[src/rtl/rp_pkg.sv]
/*
  shared widths, sample types and the loop mode for the signal-path core
  ADC_DW must equal DAC_DW + LOOP_SHIFT for the loopback path
  PDM_RNG must fit in PDM_DW bits
*/

`default_nettype none

package rp_pkg;

  // converter data widths
  localparam int unsigned ADC_DW     = 16;
  localparam int unsigned DAC_DW     = 14;
  // generator to oscilloscope alignment
  localparam int unsigned LOOP_SHIFT = 2;

  // expansion connector, both rows
  localparam int unsigned EXP_W      = 16;

  // PDM value width and modulus
  localparam int unsigned PDM_DW     = 8;
  localparam int unsigned PDM_RNG    = 255;

  // two's complement samples
  typedef logic signed [ADC_DW-1:0] adc_sample_t;
  typedef logic signed [DAC_DW-1:0] dac_sample_t;

  // per-channel routing of the generator stream
  typedef enum logic {
    LOOP_OFF     = 1'b0,
    LOOP_DAC_ADC = 1'b1
  } loop_mode_e;

endpackage

`default_nettype wire
[src/rtl/rp_top.sv]
/*
  signal-path core, single clock adc_clk and async reset top_rst
  former bus registers (loop mode, GPIO mode, PDM values) are plain inputs
  DAC channels leave as a packed vector, no interleaving
*/

`timescale 1ns/1ps
`default_nettype none

module rp_top #(
  parameter int unsigned CHN     = 2,
  parameter int unsigned PDM_CHN = 4
) (
  input  logic                                    adc_clk,
  input  logic                                    top_rst,
  // ADC pins and generator samples
  input  logic [CHN-1:0][rp_pkg::ADC_DW-1:0]      adc_dat_i,
  input  rp_pkg::dac_sample_t [CHN-1:0]           gen_dat_i,
  input  logic [CHN-1:0]                          gen_vld_i,
  input  rp_pkg::loop_mode_e [CHN-1:0]            loop_i,
  // oscilloscope samples and DAC pins
  output rp_pkg::adc_sample_t [CHN-1:0]           osc_dat_o,
  output logic [CHN-1:0][rp_pkg::DAC_DW-1:0]      dac_dat_o,
  // expansion connector
  input  logic [rp_pkg::EXP_W-1:0]                exp_mode_i,
  input  logic [rp_pkg::EXP_W-1:0]                gpio_out_i,
  input  logic [rp_pkg::EXP_W-1:0]                gpio_tri_i,
  input  logic [rp_pkg::EXP_W-1:0]                lg_dat_i,
  input  logic [rp_pkg::EXP_W-1:0]                lg_oe_i,
  input  logic [rp_pkg::EXP_W-1:0]                exp_i,
  output logic [rp_pkg::EXP_W-1:0]                exp_o,
  output logic [rp_pkg::EXP_W-1:0]                exp_oe_o,
  output logic [rp_pkg::EXP_W-1:0]                gpio_in_o,
  output logic [rp_pkg::EXP_W-1:0]                la_dat_o,
  // PDM analog outputs
  input  logic [PDM_CHN-1:0][rp_pkg::PDM_DW-1:0]  pdm_cfg_i,
  output logic [PDM_CHN-1:0]                      pdm_o
);

  // converted ADC samples
  rp_pkg::adc_sample_t [CHN-1:0] adc_smp;
  // generator samples toward the DAC
  rp_pkg::dac_sample_t [CHN-1:0] dac_smp;
  logic [CHN-1:0]                dac_vld;

  ////////////////////
  // ADC and DAC path
  ////////////////////

  adc_frontend #(
    .CHN (CHN)
  ) adc_frontend_inst (
    .adc_clk   (adc_clk),
    .top_rst   (top_rst),
    .adc_dat_i (adc_dat_i),
    .adc_smp_o (adc_smp)
  );

  // loopback sits between the converters and the scope
  loopback_mux #(
    .CHN (CHN)
  ) loopback_mux_inst (
    .adc_clk   (adc_clk),
    .top_rst   (top_rst),
    .loop_i    (loop_i),
    .adc_smp_i (adc_smp),
    .gen_dat_i (gen_dat_i),
    .gen_vld_i (gen_vld_i),
    .osc_dat_o (osc_dat_o),
    .dac_smp_o (dac_smp),
    .dac_vld_o (dac_vld)
  );

  dac_backend #(
    .CHN (CHN)
  ) dac_backend_inst (
    .adc_clk   (adc_clk),
    .top_rst   (top_rst),
    .dac_smp_i (dac_smp),
    .dac_vld_i (dac_vld),
    .dac_dat_o (dac_dat_o)
  );

  ////////////////////
  // expansion and PDM
  ////////////////////

  exp_gpio_mux exp_gpio_mux_inst (
    .adc_clk    (adc_clk),
    .top_rst    (top_rst),
    .exp_mode_i (exp_mode_i),
    .gpio_out_i (gpio_out_i),
    .gpio_tri_i (gpio_tri_i),
    .lg_dat_i   (lg_dat_i),
    .lg_oe_i    (lg_oe_i),
    .exp_i      (exp_i),
    .exp_o      (exp_o),
    .exp_oe_o   (exp_oe_o),
    .gpio_in_o  (gpio_in_o),
    .la_dat_o   (la_dat_o)
  );

  // slow analog outputs, range fixed in the package
  pdm_dac #(
    .PDM_CHN (PDM_CHN)
  ) pdm_dac_inst (
    .adc_clk   (adc_clk),
    .top_rst   (top_rst),
    .pdm_cfg_i (pdm_cfg_i),
    .pdm_o     (pdm_o)
  );

endmodule

`default_nettype wire

[src/rtl/pdm_dac.sv]
/*
  first-order pulse-density modulators, one per channel
  fixed modulus PDM_RNG, a value of PDM_RNG gives a steady high
  a new value takes effect on the next clock, output is registered
*/

`timescale 1ns/1ps
`default_nettype none

module pdm_dac #(
  parameter int unsigned PDM_CHN = 4
) (
  input  logic                                    adc_clk,
  input  logic                                    top_rst,
  // density per channel
  input  logic [PDM_CHN-1:0][rp_pkg::PDM_DW-1:0]  pdm_cfg_i,
  // bitstream outputs
  output logic [PDM_CHN-1:0]                      pdm_o
);

  localparam int unsigned W = rp_pkg::PDM_DW;

  // modulus at sum width, one extra bit for the carry
  localparam logic [W:0] RNG = (W+1)'(rp_pkg::PDM_RNG);

  for (genvar c = 0; c < PDM_CHN; c++) begin : g_chn

    logic [W-1:0] acc;
    logic [W:0]   sum;
    logic [W:0]   dif;
    logic         ovf;

    // accumulate, wrap at the modulus
    assign sum = {1'b0, acc} + {1'b0, pdm_cfg_i[c]};
    assign dif = sum - RNG;
    assign ovf = (sum >= RNG);

    always_ff @(posedge adc_clk or posedge top_rst) begin
      if (top_rst) begin
        acc      <= '0;
        pdm_o[c] <= 1'b0;
      end else begin
        // remainder always below the modulus
        acc      <= ovf ? dif[W-1:0] : sum[W-1:0];
        pdm_o[c] <= ovf;
      end
    end

  end

endmodule

`default_nettype wire

[src/rtl/exp_gpio_mux.sv]
/*
  expansion connector mux between processor GPIO and logic generator
  the selection and the pin inputs are registered, one cycle each
  gpio_tri_i of 1 is high impedance, exp_oe_o of 1 drives the pin
*/

`timescale 1ns/1ps
`default_nettype none

module exp_gpio_mux (
  input  logic                     adc_clk,
  input  logic                     top_rst,
  // per-bit mode, 1 selects the logic generator
  input  logic [rp_pkg::EXP_W-1:0] exp_mode_i,
  // processor GPIO
  input  logic [rp_pkg::EXP_W-1:0] gpio_out_i,
  input  logic [rp_pkg::EXP_W-1:0] gpio_tri_i,
  // logic generator
  input  logic [rp_pkg::EXP_W-1:0] lg_dat_i,
  input  logic [rp_pkg::EXP_W-1:0] lg_oe_i,
  // pins
  input  logic [rp_pkg::EXP_W-1:0] exp_i,
  output logic [rp_pkg::EXP_W-1:0] exp_o,
  output logic [rp_pkg::EXP_W-1:0] exp_oe_o,
  // sampled pins
  output logic [rp_pkg::EXP_W-1:0] gpio_in_o,
  output logic [rp_pkg::EXP_W-1:0] la_dat_o
);

  logic [rp_pkg::EXP_W-1:0] exp_in_r;

  ////////////////////
  // output side
  ////////////////////

  always_ff @(posedge adc_clk or posedge top_rst) begin
    if (top_rst) begin
      exp_o    <= '0;
      exp_oe_o <= '0;
    end else begin
      // bitwise select, mode 0 is the processor
      exp_o    <= (~exp_mode_i & gpio_out_i) | (exp_mode_i & lg_dat_i);
      // tristate is active high disable, flip it into an enable
      exp_oe_o <= (~exp_mode_i & ~gpio_tri_i) | (exp_mode_i & lg_oe_i);
    end
  end

  ////////////////////
  // input side
  ////////////////////

  // one sampling register shared by both consumers
  always_ff @(posedge adc_clk or posedge top_rst) begin
    if (top_rst) begin
      exp_in_r <= '0;
    end else begin
      exp_in_r <= exp_i;
    end
  end

  assign gpio_in_o = exp_in_r;
  // analyzer tap sees the same sample
  assign la_dat_o  = exp_in_r;

endmodule

`default_nettype wire

[src/rtl/loopback_mux.sv]
/*
  per-channel DAC to ADC loopback router, all outputs registered
  LOOP_DAC_ADC feeds the shifted generator sample to the oscilloscope
  and blocks the DAC strobe, so the DAC holds its last value
  the loop path ignores gen_vld_i and takes a sample every cycle
*/

`timescale 1ns/1ps
`default_nettype none

module loopback_mux #(
  parameter int unsigned CHN = 2
) (
  input  logic                          adc_clk,
  input  logic                          top_rst,
  // routing control
  input  rp_pkg::loop_mode_e [CHN-1:0]  loop_i,
  // sources
  input  rp_pkg::adc_sample_t [CHN-1:0] adc_smp_i,
  input  rp_pkg::dac_sample_t [CHN-1:0] gen_dat_i,
  input  logic [CHN-1:0]                gen_vld_i,
  // oscilloscope path
  output rp_pkg::adc_sample_t [CHN-1:0] osc_dat_o,
  // DAC path
  output rp_pkg::dac_sample_t [CHN-1:0] dac_smp_o,
  output logic [CHN-1:0]                dac_vld_o
);

  for (genvar c = 0; c < CHN; c++) begin : g_chn

    rp_pkg::dac_sample_t gen_s;
    rp_pkg::adc_sample_t gen_ext;
    logic                in_loop;

    assign in_loop = (loop_i[c] == rp_pkg::LOOP_DAC_ADC);

    // sign extend first, then align to ADC full scale
    assign gen_s   = gen_dat_i[c];
    assign gen_ext = rp_pkg::adc_sample_t'(gen_s) <<< rp_pkg::LOOP_SHIFT;

    ////////////////////
    // control and scope
    ////////////////////

    always_ff @(posedge adc_clk or posedge top_rst) begin
      if (top_rst) begin
        osc_dat_o[c] <= '0;
        dac_vld_o[c] <= 1'b0;
      end else begin
        // scope source select
        osc_dat_o[c] <= in_loop ? gen_ext : adc_smp_i[c];
        // strobe only reaches the DAC outside the loop
        dac_vld_o[c] <= gen_vld_i[c] & ~in_loop;
      end
    end

    // data follows every cycle, qualified by dac_vld_o
    always_ff @(posedge adc_clk or posedge top_rst) begin
      if (top_rst) begin
        dac_smp_o[c] <= '0;
      end else begin
        dac_smp_o[c] <= gen_dat_i[c];
      end
    end

  end

endmodule

`default_nettype wire

[src/rtl/dac_backend.sv]
/*
  DAC output register per channel, loads only on a valid strobe
  two's complement in, negative-slope offset code out
  reset drives mid-scale code until the first valid sample
*/

`timescale 1ns/1ps
`default_nettype none

module dac_backend #(
  parameter int unsigned CHN = 2
) (
  input  logic                                  adc_clk,
  input  logic                                  top_rst,
  // samples from the loopback router
  input  rp_pkg::dac_sample_t [CHN-1:0]         dac_smp_i,
  input  logic [CHN-1:0]                        dac_vld_i,
  // raw converter pins
  output logic [CHN-1:0][rp_pkg::DAC_DW-1:0]    dac_dat_o
);

  localparam int unsigned W = rp_pkg::DAC_DW;

  // largest positive offset code, analog zero
  localparam logic [W-1:0] DAC_MID = {1'b0, {(W-1){1'b1}}};

  for (genvar c = 0; c < CHN; c++) begin : g_chn

    // signed to offset code, same rule as the ADC side
    logic [W-1:0] dac_cnv;

    assign dac_cnv = {dac_smp_i[c][W-1], ~dac_smp_i[c][W-2:0]};

    // hold last value while no sample arrives
    always_ff @(posedge adc_clk or posedge top_rst) begin
      if (top_rst) begin
        dac_dat_o[c] <= DAC_MID;
      end else if (dac_vld_i[c]) begin
        dac_dat_o[c] <= dac_cnv;
      end
    end

  end

endmodule

`default_nettype wire

[src/rtl/adc_frontend.sv]
/*
  ADC input register, one per channel
  raw data is negative-slope offset code, output is two's complement
  one cycle from adc_dat_i to adc_smp_o
*/

`timescale 1ns/1ps
`default_nettype none

module adc_frontend #(
  parameter int unsigned CHN = 2
) (
  input  logic                                  adc_clk,
  input  logic                                  top_rst,
  // raw converter pins
  input  logic [CHN-1:0][rp_pkg::ADC_DW-1:0]    adc_dat_i,
  // converted samples
  output rp_pkg::adc_sample_t [CHN-1:0]         adc_smp_o
);

  localparam int unsigned W = rp_pkg::ADC_DW;

  // input register, would map into the IO block
  logic [CHN-1:0][W-1:0] adc_raw;

  always_ff @(posedge adc_clk or posedge top_rst) begin
    if (top_rst) begin
      adc_raw <= '0;
    end else begin
      adc_raw <= adc_dat_i;
    end
  end

  ////////////////////
  // code conversion
  ////////////////////

  for (genvar c = 0; c < CHN; c++) begin : g_chn
    // negative slope, keep sign and flip the rest
    assign adc_smp_o[c] = {adc_raw[c][W-1], ~adc_raw[c][W-2:0]};
  end

endmodule

`default_nettype wire

[config.mk]
export PLATFORM = sky130hd
export DESIGN_NAME = rp_top
export DESIGN_NICKNAME = d
export VERILOG_FILES = /design/src/rtl/rp_pkg.sv /design/src/rtl/rp_top.sv /design/src/rtl/pdm_dac.sv /design/src/rtl/exp_gpio_mux.sv /design/src/rtl/loopback_mux.sv /design/src/rtl/dac_backend.sv /design/src/rtl/adc_frontend.sv
export SDC_FILE = /design/constraint.sdc
export NUM_CORES = 1
export LEC_CHECK = 0
export ABC_AREA = 1
export BUFFER_PORTS_ARGS = -buffer_cell sky130_fd_sc_hd__buf_2
export CAP_MARGIN = 20
export CORE_ASPECT_RATIO = 2
export CORE_MARGIN = 4
export CORE_UTILIZATION = 45
export CTS_CLUSTER_DIAMETER = 50
export CTS_CLUSTER_SIZE = 28
export DETAILED_ROUTE_END_ITERATION = 10
export HOLD_SLACK_MARGIN = 0.03
export PLACE_DENSITY_LB_ADDON = 0.25
export SLEW_MARGIN = 20
export SYNTH_ARGS = -nofsm -noshare
export SYNTH_HDL_FRONTEND = slang
export SYNTH_SLANG_ARGS = --single-unit
[constraint.sdc]
create_clock -name adc_clk -period 7.2 [get_ports adc_clk]
set_input_delay 2.16 -clock adc_clk [delete_from_list [all_inputs] [get_ports adc_clk]]
set_output_delay 2.16 -clock adc_clk [all_outputs]
set_load 0.01 [all_outputs]
==> run summary, run 1 <==
crit share post-route - 0.526
core area - 19,400 um^2
Data arrival, critical path - 4.14 ns
die height - 206 um
largest net degree at the start of global routing - 128
Hold-fix buffers, CTS - 0
gr ovfl total - 0
total power - 4.05 mW
Seq/Total Area, Yosys - 0.586
clk_skew - 0.0184 ns
Synth Area in XOR/XNOR - 0.0208
ANT nets after route - 0
Worst setup SP type - input port
io pins - 322
post-synthesis mux area share - 0.0229
ys flop type - dfrtp_1
Vias - 6,805
Simple-Gate Fraction of Synth Area - 0.205
Critical Path RT - 7.56 ns
drt total wl - 21.5 mm
H-tree level count - 1
status - complete, no violations
die width - 107 um
Final Max Slew Viols - 0
pre-CTS setup slack - 2.95 ns
1st-iter DRT viols - 189
synth unique cells - 30
Placer Congestion - 0.860
Synth Area in Compound Gates - 0.0565
Max rail drop VDD - 0.000297 V
worst-skew pair later-pin latency - 0.48 ns
DRC viols - 0
Post-CTS Setup Inserts - 0
Synth Area in Adders - 0.0599
crit end category - flop
cts bufs inserted - 14
final setup violation count - 0
share of layout cells above drive strength 1 - 0.367
fraction of registers with async set/reset - 1.00
Period minus WS final - 3.78 ns
drt via density - 4.71
post-synthesis cell count - 863
CTS tree - built
1st-pass router iterations - 4
Tot GR Track Use - 0.191
PwrDens - 362 nW/um^2
nets - 1,410
clock-pin slew on the worst setup and hold paths - 0.08 ns
Leakage - 5.91 nW
total die area - 22,100 um^2
vias in the first global route - 6,976
Area after DPL - 10,700 um^2
largest family of logic cells by synthesized area - simple AND/OR/NAND/NOR gates
Initial Util - 0.457
Peak Freq - 264 MHz
CTS Sinks - 206
HP Class - reg2reg
slew at the pin with the worst max-slew slack - 0.705 ns
CTS max path bufs - 3
first-pass GRT wire length - 33.6 mm
maxcap violations - 0
initial antenna violation count - 6
yosys synthesis warning count - 0
slew margin rel. - 0.530
DP Wirelength - 17.0 mm
synthesis-to-layout area growth - 26.1%
Crit Path Category - in2reg
cell area after synthesis - 8860 um^2
post-synth net total - 1,097
post_cts resized - 0
Port Buffers - 321
final worst setup slack - 3.42 ns
CP max FO - 8
final hold violations - 0
DR WL/cell - 14.9 um
RSZ-0062 raised after global routing - false
Post-Syn Area per Cell - 10.3 um^2
Root Driver - clkbuf_16
Rows - 72
design area - 11,200 um^2
number of flops mapped to enable cells by yosys - 0
FF+latch count, synth - 206
TNS Setup - 0 ns
[per-layer routing]
layer	vias to the layer above	track usage	part of all wire
li1	3406	-	-
met1	3147	0.205	0.35
met2	199	0.350	0.54
met3	43	0.0594	0.085
met4	10	0.0622	0.025
met5	-	0	0.0031
[metrics by stage]
step,hold slack [ns],util,cells
detailed placement,0.378,0.551,1419
finish,0.389,0.577,1445
floorplan,0.373,-,863
global route,0.410,0.577,1444
CTS,0.389,0.577,1443
global placement,0.377,0.551,1419
[flip-flops by register name (all words and copies together) (netlist names)]
name / cells
loopback_mux_inst.osc_dat_o: 32
exp_gpio_mux_inst.gpio_in_o: 16
exp_gpio_mux_inst.exp_oe_o: 16
loopback_mux_inst.dac_vld_o: 2
pdm_dac_inst.pdm_o: 4
adc_frontend_inst.adc_smp_o: 2
pdm_dac_inst.g_chn.acc: 32
adc_frontend_inst.adc_raw: 30
loopback_mux_inst.dac_smp_o: 28
exp_gpio_mux_inst.exp_o: 16
dac_backend_inst.dac_dat_o: 28
[synth_stat cells (10+ instances only)]
library cell / number / area share
a21oi_1: 14 / 0.0079
buf_4: 16 / 0.014
clkbuf_1: 10 / 0.0042
dfrtp_1: 180 / 0.51
dfstp_2: 26 / 0.077
ha_1: 36 / 0.051
inv_1: 70 / 0.030
mux2_2: 18 / 0.023
nand2_1: 251 / 0.11
nand2_2: 12 / 0.0085
nand3_1: 55 / 0.031
nand4_1: 18 / 0.013
nor2_1: 20 / 0.0085
o21ai_0: 68 / 0.038
xor2_1: 14 / 0.014
[power breakdown]
part / internal [mW] / switching [mW] / total, mW / leakage (nW)
Sequential: 1.35 / 0.0626 / 1.42 / 2.40
Clock: 0.415 / 0.448 / 0.863 / 0.240
Combinational: 0.662 / 1.10 / 1.77 / 3.26
Total: 2.43 / 1.61 / 4.05 / 5.91
[layout make-up]
type / count / area [um^2]
Clock inverter: 9 / 128
Fill cell: 1732 / 8190
Multi-Input combinational cell: 557 / 3240
Sequential cell: 206 / 5190
Timing Repair Buffer: 323 / 1640
Antenna cell: 2 / 5.00
Clock buffer: 15 / 375
Tap cell: 259 / 324
Inverter: 74 / 282
[worst max-delay path, cell delays in order]
cell     delay, ns
buf_2         0.10
ha_1          0.22
fa_1          0.56
ha_1          0.16
inv_1         0.05
nor2_1        0.10
nand3_1       0.16
nor2_2        0.19
nand4_4       0.19
nand4_1       0.19
nand2_1       0.07
[placed cells by master, fill, tap and decap left out, types with 15 or more instances in the layout]
cell type,instances
nand3_1,55
inv_1,69
nand2_1,251
buf_2,321
mux2_2,18
ha_1,36
o21ai_0,68
nor2_1,20
nand4_1,18
dfrtp_1,180
dfstp_2,26
clkbuf_16,15
[path summary, 6_finish.rpt]
kind                                               start                         endpoint  slack [ns]  depth (start not counted)
max                                         pdm_cfg_i[8]     pdm_dac_inst.g_chn[1].acc[1]        3.42                         11
min                        adc_frontend_inst.adc_raw[16]  loopback_mux_inst.osc_dat_o[16]        0.39                          1
max reg2reg                 pdm_dac_inst.g_chn[1].acc[0]     pdm_dac_inst.g_chn[1].acc[1]        4.85                         10
min reg2reg                adc_frontend_inst.adc_raw[16]  loopback_mux_inst.osc_dat_o[16]        0.39                          1
max in group asynchronous                        top_rst     pdm_dac_inst.g_chn[0].acc[7]        4.77                          3
min in group asynchronous                        top_rst     pdm_dac_inst.g_chn[3].acc[1]        1.88                          3
[kinds of logic (layout without fill, tap and decap cells)]
kind of cell             Yosys count  after routing
buffers and inverters            100            421
flip-flops                       206            206
other                              0              2
adder cells (fa/ha/maj)           40             40
multiplexers                      18             18
XOR/XNOR                          21             21
AND/OR/NAND/NOR                  386            386
AO/OA/AOI/OAI                     92             92
Note: power is estimated with default switching activity, not from simulation.
==> run 2, diff against run 1 <==
- CORE_UTILIZATION: 45 -> 50
- clock period: 7.2 -> 3.7 ns (I/O delays scaled with it)
==> run 2 against run 1 <==
  * Hold slack barely moved
  * Critical endpoint is now pdm_dac_inst.g_chn[1].acc[6]
  * Highest routed layer unchanged
  * Critical path depth rose by 2
  * First-iteration DRC count rose by 13%
  * Cell count fell by 3.6%
  * Clock power rose by 65%
  * Worst setup slack got worse by 2.4 ns
  * Global-route usage rose by 2.4 points
==> run summary, run 2 (synthesized netlist as in run 1, its figures left out) <==
Initial Util - 0.510
Rows - 68
maxcap violations - 0
Data arrival, critical path - 3.10 ns
initial antenna violation count - 5
peak per-stage delay on the critical path - 0.42 ns
first-pass GRT wire length - 34.0 mm
Placer Congestion - 0.872
Worst setup SP type - input port
CTS max path bufs - 3
Area after DPL - 10,600 um^2
TNS Setup - 0 ns
Root Driver - clkbuf_16
clk_skew - 0.0178 ns
io pins - 322
DR WL/cell - 15.4 um
PwrDens - 693 nW/um^2
die width - 102 um
crit end category - flop
drt total wl - 21.5 mm
synthesis-to-layout area growth - 24.3%
clock-pin slew on the worst setup and hold paths - 0.10 ns
cts bufs inserted - 12
DRC viols - 0
Min-Delay Path Depth - 1
RSZ-0062 raised after global routing - false
most common cell after layout, fill and taps aside - buf_2
Critical Path RT - 4.07 ns
slew at the pin with the worst max-slew slack - 0.642 ns
Final Max Slew Viols - 0
fillers - 1,500
total power - 7.63 mW
Post-CTS Setup Inserts - 0
R2R depth - 12
design area - 11,000 um^2
HP Class - reg2reg
CTS tree - built
Crit Path Category - in2reg
core area - 17,400 um^2
vias in the first global route - 7,133
slowest CP cell - a21oi_2
share of layout cells above drive strength 1 - 0.364
die height - 196 um
critical-path cell list - buf_2 > ha_1 > fa_1 > nand2_2 > nand2_1 > nand3_1 > nand2_1 > nand2_1 > nand2_1 > a21oi_2 > nand3_4 > nand2_1 > nand2_1
H-tree level count - 1
largest net degree at the start of global routing - 124
Port Buffers - 321
slew margin rel. - 0.572
Reg-to-Reg End - pdm_dac_inst.g_chn[1].acc[6]
Hold-fix buffers, CTS - 0
Max rail drop VDD - 0.000659 V
Peak Freq - 367 MHz
drt via density - 4.93
Hold EP - loopback_mux_inst.osc_dat_o[1]
crit path buf inv count - 1
gr ovfl total - 0
crit share post-route - 0.736
total die area - 20,000 um^2
worst-skew pair later-pin latency - 0.47 ns
status - complete, no violations
Vias - 6,864
most frequent cells in the layout - 321 x buf_2, 251 x nand2_1, 180 x dfrtp_1
Tot GR Track Use - 0.215
r2r startpoint - pdm_dac_inst.g_chn[1].acc[0]
Period minus WS final - 2.72 ns
Stages on worst setup path - 13
ANT nets after route - 0
hold path start - adc_frontend_inst.adc_raw[1]
R2R Setup Slk - 1.34 ns
final hold violations - 0
Top delay family on crit path - simple AND/OR/NAND/NOR gates
1st-pass router iterations - 4
DP Wirelength - 17.3 mm
final setup violation count - 0
CP most frequent cell - nand2_1
Leakage - 5.86 nW
1st-iter DRT viols - 214
post_cts resized - 0
CTS Sinks - 206
Regs by FF count - loopback_mux_inst.osc_dat_o (32), pdm_dac_inst.g_chn.acc (32), adc_frontend_inst.adc_raw (30)
CP max FO - 9
nets - 1,408
==> run 2: cell types whose count changed in the layout (fill, tap and decap cells not counted), sizes merged <==
| cell | before | now |
|---|---|---|
| inv | 76 | 73 |
| clkbuf | 15 | 14 |
| diode | 2 | 3 |
==> run 2: layer usage <==
| layer | wire [um] | share of wire | track usage |
|---|---|---|---|
| met3 | 1840 | 0.086 | 0.0598 |
| met5 | 46 | 0.0021 | 0 |
| met4 | 483 | 0.023 | 0.0579 |
| met1 | 7140 | 0.33 | 0.223 |
| met2 | 12000 | 0.56 | 0.409 |
==> run 2: area by class of cell <==
type | count | area, um^2 | share of cell area
diodes | 3 | 7.51 | 0.000682
well taps | 210 | 263 | 0.0239
flip-flops and latches | 206 | 5190 | 0.471
inverters | 74 | 282 | 0.0256
multi-input cells | 557 | 3240 | 0.294
repair buffers | 323 | 1650 | 0.150
clock buffers | 14 | 329 | 0.0299
clock inverters | 6 | 57.6 | 0.00523
==> run 2: worst reg2reg max path: cells and delay by family (launching register included) <==
family	cells	cell delay (ns)
AND/OR/NAND/NOR	9	0.84
AO/OA/AOI/OAI	1	0.42
flip-flops	1	0.38
adder cells (fa/ha/maj)	2	0.62
==> run 2: per-stage QoR <==
| stage | hold WS (ns) | utilization | std cells | setup WS (ns) |
|---|---|---|---|---|
| 5_1_grt | 0.406 | 0.634 | 1390 | 0.738 |
| 3_5_place_dp | 0.377 | 0.612 | 1370 | 0.476 |
| 3_3_place_gp | 0.377 | 0.612 | 1370 | 0.537 |
| 2_1_floorplan | 0.373 | - | 863 | -0.0610 |
| 6_report | 0.389 | 0.634 | 1393 | 0.978 |
| 4_1_cts | 0.388 | 0.634 | 1390 | 0.992 |
==> run 2: where the power goes <==
part | switching [mW] | leakage (nW) | internal [mW] | total [mW]
logic | 2.15 | 3.27 | 1.29 | 3.44
registers | 0.128 | 2.40 | 2.63 | 2.76
clock network | 0.752 | 0.189 | 0.670 | 1.42
total | 3.03 | 5.86 | 4.59 | 7.63
==> run 2: how the worst max path moves through the flow <==
stage	start	end	slack [ns]
3_5_place_dp	pdm_cfg_i[8]	pdm_dac_inst.g_chn[1].acc[6]	0.48
4_1_cts	pdm_cfg_i[8]	pdm_dac_inst.g_chn[1].acc[6]	0.99
3_3_place_gp	pdm_cfg_i[8]	pdm_dac_inst.g_chn[1].acc[6]	0.54
6_report	pdm_cfg_i[8]	pdm_dac_inst.g_chn[1].acc[6]	0.98
5_1_grt	pdm_cfg_i[16]	pdm_dac_inst.g_chn[2].acc[6]	0.74
2_1_floorplan	top_rst	adc_frontend_inst.adc_raw[0]	-0.06
